$ cat src/source/dcache_pkg.sv
`default_nettype none

package dcache_pkg;

   ////////////////////////////////////////////////////////////
   // Cache geometry
   ////////////////////////////////////////////////////////////

   // Word index inside one line
   localparam int ADDR_WIDTH      = 3;
   localparam int WORDS_PER_BLOCK = 2 ** ADDR_WIDTH;

   // Line index
   localparam int INDEX_WIDTH     = 3;
   localparam int NUM_LINES       = 2 ** INDEX_WIDTH;

   // Byte address splits as tag | index | word | byte offset
   localparam int TAG_WIDTH       = 32 - INDEX_WIDTH - ADDR_WIDTH - 2;

   ////////////////////////////////////////////////////////////
   // Vector types
   ////////////////////////////////////////////////////////////

   typedef logic [31:0]              addr_t;
   typedef logic [31:0]              word_t;
   typedef logic [3:0]               strb_t;
   typedef logic [TAG_WIDTH-1:0]     tag_t;
   typedef logic [INDEX_WIDTH-1:0]   index_t;
   typedef logic [ADDR_WIDTH-1:0]    word_idx_t;

   // 0 byte, 1 half, 2 word
   typedef logic [1:0]               size_t;

   // Controller FSM
   typedef enum logic [1:0] {
      IDLE,
      REFILL_REQ,
      REFILL,
      FINISH
   } ctrl_state_t;

endpackage

`default_nettype wire

$ cat src/source/data_cache_byte_block.sv
`default_nettype none

module data_cache_byte_block #(
   parameter int ADDR_WIDTH = dcache_pkg::ADDR_WIDTH
) (
   input  wire                         clk_i,
   input  wire  [ADDR_WIDTH-1:0]       addr_r_i,
   input  wire  [ADDR_WIDTH-1:0]       addr_w_i,
   input  wire  [7:0]                  data_i,
   input  wire                         write_en_i,
   output logic [7:0]                  data_o,
   input  wire  [7:0]                  flush_data_i,
   input  wire  [2**ADDR_WIDTH-1:0]    flushing_n_i
);

   // One byte of every word in the line
   logic [7:0] bytes [2**ADDR_WIDTH];

   always_ff @(posedge clk_i) begin
      for (int w = 0; w < 2**ADDR_WIDTH; w++) begin
         // Refill load wins over a byte write
         if (!flushing_n_i[w]) begin
            bytes[w] <= flush_data_i;
         end else if (write_en_i && (addr_w_i == ADDR_WIDTH'(w))) begin
            bytes[w] <= data_i;
         end
      end
   end

   // Asynchronous read port
   assign data_o = bytes[addr_r_i];

   ////////////////////////////////////////////////////////////
   // Checks
   ////////////////////////////////////////////////////////////

   // The controller blocks stores while a refill runs
   a_no_write_during_refill: assert property (
      @(posedge clk_i) !(write_en_i && !(&flushing_n_i))
   ) else $error("byte write collides with refill load");

endmodule

`default_nettype wire

$ cat src/source/data_cache_word_block.sv
`default_nettype none

module data_cache_word_block #(
   parameter int ADDR_WIDTH = dcache_pkg::ADDR_WIDTH
) (
   input  wire                         clk_i,
   input  wire  [ADDR_WIDTH-1:0]       addr_r_i,
   input  wire  [ADDR_WIDTH-1:0]       addr_w_i,
   input  wire  dcache_pkg::word_t     data_i,
   input  wire  dcache_pkg::strb_t     write_en_i,
   output dcache_pkg::word_t           data_o,
   input  wire  dcache_pkg::word_t     flush_data_i,
   input  wire  [2**ADDR_WIDTH-1:0]    flushing_n_i
);

   // Lane views of the word buses
   logic [7:0] lane_wdata [$bits(dcache_pkg::strb_t)];
   logic [7:0] lane_rdata [$bits(dcache_pkg::strb_t)];
   logic [7:0] lane_flush [$bits(dcache_pkg::strb_t)];

   ////////////////////////////////////////////////////////////
   // Four byte lanes, each with its own enable
   ////////////////////////////////////////////////////////////

   for (genvar i = 0; i < $bits(dcache_pkg::strb_t); i++) begin : g_lane

      assign lane_wdata[i] = data_i[8*i +: 8];
      assign lane_flush[i] = flush_data_i[8*i +: 8];

      data_cache_byte_block #(
         .ADDR_WIDTH (ADDR_WIDTH)
      ) i_byte (
         .clk_i        (clk_i),
         .addr_r_i     (addr_r_i),
         .addr_w_i     (addr_w_i),
         .data_i       (lane_wdata[i]),
         .write_en_i   (write_en_i[i]),
         .data_o       (lane_rdata[i]),
         .flush_data_i (lane_flush[i]),
         .flushing_n_i (flushing_n_i)
      );

      // Lane outputs back into one word
      assign data_o[8*i +: 8] = lane_rdata[i];

   end

endmodule

`default_nettype wire

$ cat src/source/data_cache_ctrl.sv
`default_nettype none

module data_cache_ctrl (
   input  wire                                 clk_i,
   input  wire                                 rst_n_i,
   // Core request
   input  wire                                 req_valid_i,
   input  wire                                 req_we_i,
   input  wire  dcache_pkg::addr_t             req_addr_i,
   input  wire  dcache_pkg::size_t             req_size_i,
   input  wire                                 req_signed_i,
   input  wire  dcache_pkg::word_t             req_wdata_i,
   output logic                                busy_o,
   // Memory
   output logic                                mem_rd_o,
   output logic                                mem_wr_o,
   output dcache_pkg::addr_t                   mem_addr_o,
   output dcache_pkg::word_t                   mem_wdata_o,
   output dcache_pkg::strb_t                   mem_wstrb_o,
   input  wire                                 mem_rvalid_i,
   input  wire  dcache_pkg::word_t             mem_rdata_i,
   // Line blocks
   output dcache_pkg::word_idx_t               rd_word_o,
   output dcache_pkg::word_idx_t               wr_word_o,
   output dcache_pkg::word_t                   line_wdata_o,
   output dcache_pkg::strb_t [dcache_pkg::NUM_LINES-1:0] line_we_o,
   output dcache_pkg::word_t                   flush_data_o,
   output logic [dcache_pkg::NUM_LINES-1:0][dcache_pkg::WORDS_PER_BLOCK-1:0] line_flushing_n_o,
   // Response unit
   output logic                                rsp_fire_o,
   output dcache_pkg::index_t                  rsp_line_o,
   output logic [1:0]                          rsp_byte_o,
   output dcache_pkg::size_t                   rsp_size_o,
   output logic                                rsp_signed_o
);

   dcache_pkg::ctrl_state_t          state;
   dcache_pkg::tag_t                 tags [dcache_pkg::NUM_LINES];
   logic [dcache_pkg::NUM_LINES-1:0] valid;
   dcache_pkg::word_idx_t            refill_cnt;

   // Load that missed, held until FINISH
   dcache_pkg::addr_t                miss_addr;
   dcache_pkg::size_t                miss_size;
   logic                             miss_signed;
   dcache_pkg::index_t               miss_index;
   dcache_pkg::word_idx_t            miss_word;

   dcache_pkg::tag_t                 req_tag;
   dcache_pkg::index_t               req_index;
   dcache_pkg::word_idx_t            req_word;
   logic [1:0]                       req_off;
   logic                             hit;
   logic                             load_miss;
   logic                             store;
   dcache_pkg::strb_t                req_strb;
   dcache_pkg::word_t                req_wlane;

   ////////////////////////////////////////////////////////////
   // Request decode and lookup
   ////////////////////////////////////////////////////////////

   assign req_tag   = dcache_pkg::tag_t'(req_addr_i >> (32 - dcache_pkg::TAG_WIDTH));
   assign req_index = dcache_pkg::index_t'(req_addr_i >> (dcache_pkg::ADDR_WIDTH + 2));
   assign req_word  = dcache_pkg::word_idx_t'(req_addr_i >> 2);
   assign req_off   = req_addr_i[1:0];

   assign miss_index = dcache_pkg::index_t'(miss_addr >> (dcache_pkg::ADDR_WIDTH + 2));
   assign miss_word  = dcache_pkg::word_idx_t'(miss_addr >> 2);

   assign hit       = valid[req_index] && (tags[req_index] == req_tag);
   assign load_miss = req_valid_i && !req_we_i && !hit;
   assign store     = req_valid_i && req_we_i;

   // Byte enables and lane placement of store data
   always_comb begin
      case (req_size_i)
         2'd0: begin
            req_strb  = dcache_pkg::strb_t'(4'b0001 << req_off);
            req_wlane = dcache_pkg::word_t'(req_wdata_i[7:0]) << {req_off, 3'b000};
         end
         2'd1: begin
            req_strb  = dcache_pkg::strb_t'(4'b0011 << req_off);
            req_wlane = dcache_pkg::word_t'(req_wdata_i[15:0]) << {req_off, 3'b000};
         end
         default: begin
            req_strb  = 4'b1111;
            req_wlane = req_wdata_i;
         end
      endcase
   end

   ////////////////////////////////////////////////////////////
   // Refill FSM
   ////////////////////////////////////////////////////////////

   always_ff @(posedge clk_i) begin
      if (!rst_n_i) begin
         state      <= dcache_pkg::IDLE;
         valid      <= '0;
         refill_cnt <= '0;
      end else begin
         case (state)
            dcache_pkg::IDLE: begin
               if (load_miss) begin
                  valid[req_index] <= 1'b0;
                  state            <= dcache_pkg::REFILL_REQ;
               end
            end
            dcache_pkg::REFILL_REQ: begin
               state <= dcache_pkg::REFILL;
            end
            dcache_pkg::REFILL: begin
               if (mem_rvalid_i) begin
                  refill_cnt <= refill_cnt + 1'b1;
                  // Last word of the line is in
                  if (refill_cnt == dcache_pkg::word_idx_t'(dcache_pkg::WORDS_PER_BLOCK - 1)) begin
                     valid[miss_index] <= 1'b1;
                     state             <= dcache_pkg::FINISH;
                  end
               end
            end
            default: begin
               state <= dcache_pkg::IDLE;
            end
         endcase
      end
   end

   // Tag and miss details
   always_ff @(posedge clk_i) begin
      if (state == dcache_pkg::IDLE && load_miss) begin
         tags[req_index] <= req_tag;
         miss_addr       <= req_addr_i;
         miss_size       <= req_size_i;
         miss_signed     <= req_signed_i;
      end
   end

   ////////////////////////////////////////////////////////////
   // Outputs
   ////////////////////////////////////////////////////////////

   assign busy_o   = (state != dcache_pkg::IDLE);
   assign mem_rd_o = (state == dcache_pkg::REFILL_REQ);
   assign mem_wr_o = store;

   // Line-aligned during refill request, word-aligned for stores
   assign mem_addr_o = (state == dcache_pkg::REFILL_REQ)
      ? (miss_addr & ~dcache_pkg::addr_t'(dcache_pkg::WORDS_PER_BLOCK * 4 - 1))
      : {req_addr_i[31:2], 2'b00};
   assign mem_wdata_o  = req_wlane;
   assign mem_wstrb_o  = req_strb;

   assign wr_word_o    = req_word;
   assign rd_word_o    = (state == dcache_pkg::FINISH) ? miss_word : req_word;
   assign line_wdata_o = req_wlane;
   assign flush_data_o = mem_rdata_i;

   always_comb begin
      line_we_o         = '0;
      line_flushing_n_o = '1;
      if (store && hit) begin
         line_we_o[req_index] = req_strb;
      end
      // Pull one word low per refill beat
      if (state == dcache_pkg::REFILL && mem_rvalid_i) begin
         line_flushing_n_o[miss_index][refill_cnt] = 1'b0;
      end
   end

   always_comb begin
      if (state == dcache_pkg::FINISH) begin
         rsp_fire_o   = 1'b1;
         rsp_line_o   = miss_index;
         rsp_byte_o   = miss_addr[1:0];
         rsp_size_o   = miss_size;
         rsp_signed_o = miss_signed;
      end else begin
         rsp_fire_o   = req_valid_i && !req_we_i && hit;
         rsp_line_o   = req_index;
         rsp_byte_o   = req_off;
         rsp_size_o   = req_size_i;
         rsp_signed_o = req_signed_i;
      end
   end

   ////////////////////////////////////////////////////////////
   // Checks
   ////////////////////////////////////////////////////////////

   a_no_req_when_busy: assert property (
      @(posedge clk_i) disable iff (!rst_n_i) busy_o |-> !req_valid_i
   ) else $error("request strobed while busy");

   a_aligned: assert property (
      @(posedge clk_i) disable iff (!rst_n_i) req_valid_i |->
         (req_size_i == 2'd0) ||
         (req_size_i == 2'd1 && !req_addr_i[0]) ||
         (req_size_i == 2'd2 && req_addr_i[1:0] == 2'b00)
   ) else $error("misaligned or bad-size access");

   a_rvalid_in_refill: assert property (
      @(posedge clk_i) disable iff (!rst_n_i) mem_rvalid_i |-> state == dcache_pkg::REFILL
   ) else $error("refill word outside a refill");

endmodule

`default_nettype wire

$ cat src/source/data_cache_resp.sv
`default_nettype none

module data_cache_resp (
   input  wire                                 clk_i,
   input  wire                                 rst_n_i,
   input  wire  dcache_pkg::word_t [dcache_pkg::NUM_LINES-1:0] line_data_i,
   input  wire                                 rsp_fire_i,
   input  wire  dcache_pkg::index_t            rsp_line_i,
   input  wire  [1:0]                          rsp_byte_i,
   input  wire  dcache_pkg::size_t             rsp_size_i,
   input  wire                                 rsp_signed_i,
   output logic                                resp_valid_o,
   output dcache_pkg::word_t                   resp_data_o
);

   dcache_pkg::word_t line_word;
   dcache_pkg::word_t shifted;
   dcache_pkg::word_t ext_data;

   // Addressed word, then addressed byte or half down to bit 0
   assign line_word = line_data_i[rsp_line_i];
   assign shifted   = line_word >> {rsp_byte_i, 3'b000};

   ////////////////////////////////////////////////////////////
   // Sign or zero extension
   ////////////////////////////////////////////////////////////

   always_comb begin
      case (rsp_size_i)
         2'd0: begin
            if (rsp_signed_i) begin
               ext_data = {{24{shifted[7]}}, shifted[7:0]};
            end else begin
               ext_data = {24'b0, shifted[7:0]};
            end
         end
         2'd1: begin
            if (rsp_signed_i) begin
               ext_data = {{16{shifted[15]}}, shifted[15:0]};
            end else begin
               ext_data = {16'b0, shifted[15:0]};
            end
         end
         default: begin
            ext_data = shifted;
         end
      endcase
   end

   // Response register, one cycle after the fire strobe
   always_ff @(posedge clk_i) begin
      if (!rst_n_i) begin
         resp_valid_o <= 1'b0;
      end else begin
         resp_valid_o <= rsp_fire_i;
      end
   end

   always_ff @(posedge clk_i) begin
      if (rsp_fire_i) begin
         resp_data_o <= ext_data;
      end
   end

endmodule

`default_nettype wire

$ cat src/source/data_cache_top.sv
`default_nettype none

module data_cache_top (
   input  wire                        clk_i,
   input  wire                        rst_n_i,
   // Core side
   input  wire                        req_valid_i,
   input  wire                        req_we_i,
   input  wire  dcache_pkg::addr_t    req_addr_i,
   input  wire  dcache_pkg::size_t    req_size_i,
   input  wire                        req_signed_i,
   input  wire  dcache_pkg::word_t    req_wdata_i,
   output logic                       busy_o,
   output logic                       resp_valid_o,
   output dcache_pkg::word_t          resp_data_o,
   // Memory side
   output logic                       mem_rd_o,
   output logic                       mem_wr_o,
   output dcache_pkg::addr_t          mem_addr_o,
   output dcache_pkg::word_t          mem_wdata_o,
   output dcache_pkg::strb_t          mem_wstrb_o,
   input  wire                        mem_rvalid_i,
   input  wire  dcache_pkg::word_t    mem_rdata_i
);

   dcache_pkg::word_idx_t                          rd_word;
   dcache_pkg::word_idx_t                          wr_word;
   dcache_pkg::word_t                              line_wdata;
   dcache_pkg::strb_t [dcache_pkg::NUM_LINES-1:0]  line_we;
   dcache_pkg::word_t                              flush_data;
   logic [dcache_pkg::NUM_LINES-1:0][dcache_pkg::WORDS_PER_BLOCK-1:0] line_flushing_n;
   dcache_pkg::word_t [dcache_pkg::NUM_LINES-1:0]  line_data;

   logic                rsp_fire;
   dcache_pkg::index_t  rsp_line;
   logic [1:0]          rsp_byte;
   dcache_pkg::size_t   rsp_size;
   logic                rsp_signed;

   ////////////////////////////////////////////////////////////
   // Controller
   ////////////////////////////////////////////////////////////

   data_cache_ctrl i_ctrl (
      .clk_i             (clk_i),
      .rst_n_i           (rst_n_i),
      .req_valid_i       (req_valid_i),
      .req_we_i          (req_we_i),
      .req_addr_i        (req_addr_i),
      .req_size_i        (req_size_i),
      .req_signed_i      (req_signed_i),
      .req_wdata_i       (req_wdata_i),
      .busy_o            (busy_o),
      .mem_rd_o          (mem_rd_o),
      .mem_wr_o          (mem_wr_o),
      .mem_addr_o        (mem_addr_o),
      .mem_wdata_o       (mem_wdata_o),
      .mem_wstrb_o       (mem_wstrb_o),
      .mem_rvalid_i      (mem_rvalid_i),
      .mem_rdata_i       (mem_rdata_i),
      .rd_word_o         (rd_word),
      .wr_word_o         (wr_word),
      .line_wdata_o      (line_wdata),
      .line_we_o         (line_we),
      .flush_data_o      (flush_data),
      .line_flushing_n_o (line_flushing_n),
      .rsp_fire_o        (rsp_fire),
      .rsp_line_o        (rsp_line),
      .rsp_byte_o        (rsp_byte),
      .rsp_size_o        (rsp_size),
      .rsp_signed_o      (rsp_signed)
   );

   // Cache lines
   for (genvar l = 0; l < dcache_pkg::NUM_LINES; l++) begin : g_line
      data_cache_word_block #(
         .ADDR_WIDTH (dcache_pkg::ADDR_WIDTH)
      ) i_line (
         .clk_i        (clk_i),
         .addr_r_i     (rd_word),
         .addr_w_i     (wr_word),
         .data_i       (line_wdata),
         .write_en_i   (line_we[l]),
         .data_o       (line_data[l]),
         .flush_data_i (flush_data),
         .flushing_n_i (line_flushing_n[l])
      );
   end

   // Load response path
   data_cache_resp i_resp (
      .clk_i        (clk_i),
      .rst_n_i      (rst_n_i),
      .line_data_i  (line_data),
      .rsp_fire_i   (rsp_fire),
      .rsp_line_i   (rsp_line),
      .rsp_byte_i   (rsp_byte),
      .rsp_size_i   (rsp_size),
      .rsp_signed_i (rsp_signed),
      .resp_valid_o (resp_valid_o),
      .resp_data_o  (resp_data_o)
   );

endmodule

`default_nettype wire

$ cat config.mk
export PLATFORM = sky130hd
export DESIGN_NAME = data_cache_top
export DESIGN_NICKNAME = d
export VERILOG_FILES = /design/src/source/dcache_pkg.sv /design/src/source/data_cache_byte_block.sv /design/src/source/data_cache_word_block.sv /design/src/source/data_cache_ctrl.sv /design/src/source/data_cache_resp.sv /design/src/source/data_cache_top.sv
export SDC_FILE = /design/constraint.sdc
export NUM_CORES = 2
export LEC_CHECK = 0
export BUFFER_PORTS_ARGS = -buffer_cell sky130_fd_sc_hd__buf_2
export CAP_MARGIN = 20
export CORE_MARGIN = 3
export CORE_UTILIZATION = 40
export DETAILED_ROUTE_END_ITERATION = 6
export PLACE_DENSITY_LB_ADDON = 0.12
export REMOVE_ABC_BUFFERS = 1
export SYNTH_ARGS = -nofsm -noshare
export SYNTH_HDL_FRONTEND = slang
export SYNTH_HIERARCHICAL = 1
export SYNTH_SLANG_ARGS = --single-unit
$ cat constraint.sdc
create_clock -name clk_i -period 12.3 [get_ports clk_i]
set_clock_uncertainty 0.15 [all_clocks]
set_input_delay 1.23 -clock clk_i [delete_from_list [all_inputs] [get_ports clk_i]]
set_output_delay 1.23 -clock clk_i [all_outputs]
set_load 0.02 [all_outputs]
==> impl_metrics.yaml <==
run_status:
  status: "complete, no violations"
final_layout:
  drive_gt1_frac: 0.506
  fin_util: 0.447
  areaGrowthSynthToFinish_pct: 10.8
  n_fill_cell: 27200
  nNetsFinal: 7655
  fin_cells: 11900
synth:
  async_reset_ff_frac: 0
  synth_area_leader_cell: "edfxtp_1"
  synthTopCellsByArea: "edfxtp_1, mux2_2, mux4_2"
  yosysMostFrequentCell: "mux2_2"
  syn_area_mm2: 0.124
  synthCells: 7269
  ys_types: 77
  ys_ff_latch: 2321
  synth_edf_count: 2307
  synth_area_per_cell_um2: 17.0
  synth_flop_cell: "edfxtp_1"
  netlist.area_leader.share: 0.560
  synthTopCellsByCount: "mux2_2, edfxtp_1, nand2_1"
  yosys_warnings: 6
  yosysSeqAreaShare: 0.562
worst_hold_path:
  hp-class: "flop to flop"
critical_path:
  cp_slowest_cell: "nor3_2"
  required_ns: 12.80
  crit_buf_inv: 2
  slowest_delay_ns: 0.92
  endpoint_kind: "flop"
  critical_path_arrival_ns: 8.26
  path_cells: "buf_4, buf_4, nor2b_1, a22oi_1, o21ai_0, o21ai_0, a2111oi_2, nand4_2, nor3_2, nand2_1, nor2_1, nor2b_1, nand4_2, mux2_2"
  cp-start-kind: "input pin"
  critPathKind: "input pin to flop"
  cp_top_family: "simple AND/OR/NAND/NOR gates"
  cp_max_fo: 50
drt:
  drtPass1Iterations: 5
  postRouteAntennaNets: 0
  wl_met2_um: 193000
  totalWireLength_um: 406000
  via_per_inst: 6.00
  drcViolationCount: 0
  post_drt_wl_per_cell_um: 34.2
  drt_iter0_drc: 6612
  routedLengthMet1_um: 169000
  wl_met3_um: 27500
  vias: 71300
  top_layer: "met5"
timing:
  setup_viol_count_final: 0
  period_minus_slack_ns: 7.76
  max_freq_mhz: 129
  finalCritPeriodShare: 0.631
  layout_setup_ws_ns: 4.54
  hold_viol: 0
  tightest_slew_ns: 1.16
  rsz0062_at_grt: "no"
  slew-limit-headroom: 0.205
  drv_slew: 0
global_routing:
  first_global_vias: 71200
  grtUsageTotal: 0.251
  grt_antenna_before_repair: 24
  overflow: 0
  grt_max_degree: 96
  grt_pass1_wl_um: 566000
clock_tree:
  clock_sinks: 2321
  clk_pin_slew_ns: 0.06
  cts-resized-gates: 0
  insertion_delay_ns: 0.92
  clock_path_buffers: 4
  cts_root_buf: "clkbuf_16"
  cts_buffers: 274
  postCtsSetupBuffers: 0
  h-tree-depth: 5
  postCtsHoldBufs: 0
  cts_tree: "yes"
die:
  die_h_um: 562
  ios: 208
  die_area_mm2: 0.316
  die_x_um: 562
  initial_utilization: 0.403
  fp-row-count: 203
  core_mm2: 0.307
pwr:
  power.total_mw: 19.3
  peakVddDrop_mv: 0.122
  pwr_density_cell_mw_per_mm2: 140
  p_leak_nw: 45.9
place:
  gp_congestion: 0.831
  place_inst: 11400
  port_buffers: 205
  hpwlAfterDp_um: 251000
  place_ws_ns: 3.74
run:
  maxCapViolCount: 0
[worst reg2reg max path, delay by kind of cell (launching register included)]
family | cells | cell delay [ns]
fa+ha+maj | 1 | 0.55
compound gates | 3 | 1.33
buf+inv | 3 | 1.51
flops | 1 | 0.38
mux | 5 | 2.45
[through the flow]
stage | hold WS, ns | cell area [um^2] | TNS [ns]
after CTS | 0.336 | 137000 | 0
after global routing | 0.352 | 137000 | 0
final | 0.349 | 137000 | 0
after detailed placement | 0.341 | 128000 | 0
after global placement | 0.324 | 128000 | 0
after floorplan | 0.312 | 120000 | -66.71
[state kept, by name, summed over array words and instances, names as in the netlist]
signal                             cells
i_ctrl/miss_size                       2
i_ctrl/valid                           8
i_ctrl/refill_cnt                      3
i_resp/resp_data_o                    32
i_resp/resp_valid_o                    1
i_ctrl/miss_signed                     1
i_ctrl/tags                          192
i_ctrl/miss_addr                      32
g_line.i_line/g_lane.i_byte/bytes   2048
i_ctrl/state                           2
[path summary, 6_finish.rpt]
check	to	depth (start not counted)	startpoint	slack, ns
max	g_line[3].i_line/g_lane[2].i_byte/bytes[5][4]	14	req_addr_i[5]	4.54
min	i_ctrl/state[1]	2	i_ctrl/state[1]	0.35
min reg2reg	i_ctrl/state[1]	2	i_ctrl/state[1]	0.35
max reg2reg	i_resp/resp_data_o[8]	12	i_ctrl/state[0]	5.59
[layout make-up]
class,instances,area [um^2],area share
Clock inverter,137,1230,0.00898
Inverter,41,154,0.00112
Clock buffer,349,7290,0.0532
Timing Repair Buffer,459,3090,0.0225
Tap cell,4100,5130,0.0374
Sequential cell,2321,69600,0.507
Multi-Input combinational cell,4448,50600,0.369
Antenna cell,27,67.6,0.000493
[cells by family after synthesis]
family                   count (synthesis)  synth area share
buffers and inverters                  501            0.0324
AO/OA/AOI/OAI                          247            0.0142
other                                    1         0.0000303
AND/OR/NAND/NOR                       1140            0.0549
multiplexers                          3039             0.334
flip-flops                            2321             0.562
XOR/XNOR                                14          0.000991
adder cells (fa/ha/maj)                  6          0.000607
[layout by cell type, fill, tap and decap left out, types with 15 or more instances in the layout]
master     synthesis  layout
o21ai_4            1      26
clkinv_1           2      68
nand4_2          129     129
clkbuf_16          0     281
o31ai_1           34      31
or3_1             35      35
mux4_1           161     161
nand3_1          103     103
buf_4            206     243
diode_2            0      27
nand2_1          506     494
mux2_2          2366    2362
a22oi_1           49      49
bufinv_16          0      15
nand3_2          104     104
buf_2             45     203
and2b_1           65      65
edfxtp_1        2307    2307
inv_1             38      38
mux2i_1           76      76
clkinv_2           0      32
nor2b_1           44      44
nor2_1            89      89
clkbuf_1          29      68
o21ai_0           66      41
mux4_2           427     427
[where the power goes]
part	total [mW]	leakage, nW	internal, mW	switching (mW)
Combinational	2.56	20.9	0.999	1.56
Sequential	8.79	20.9	8.76	0.0204
Clock	7.90	4.14	4.53	3.38
Total	19.3	45.9	14.3	4.96
[layer usage]
layer  GRT usage  vias up
li1            -    30200
met1       0.339    38100
met2       0.403     2402
met3      0.0503      579
met4      0.0916        6
met5           0        -
No activity file was read; power rests on OpenSTA's default activity.
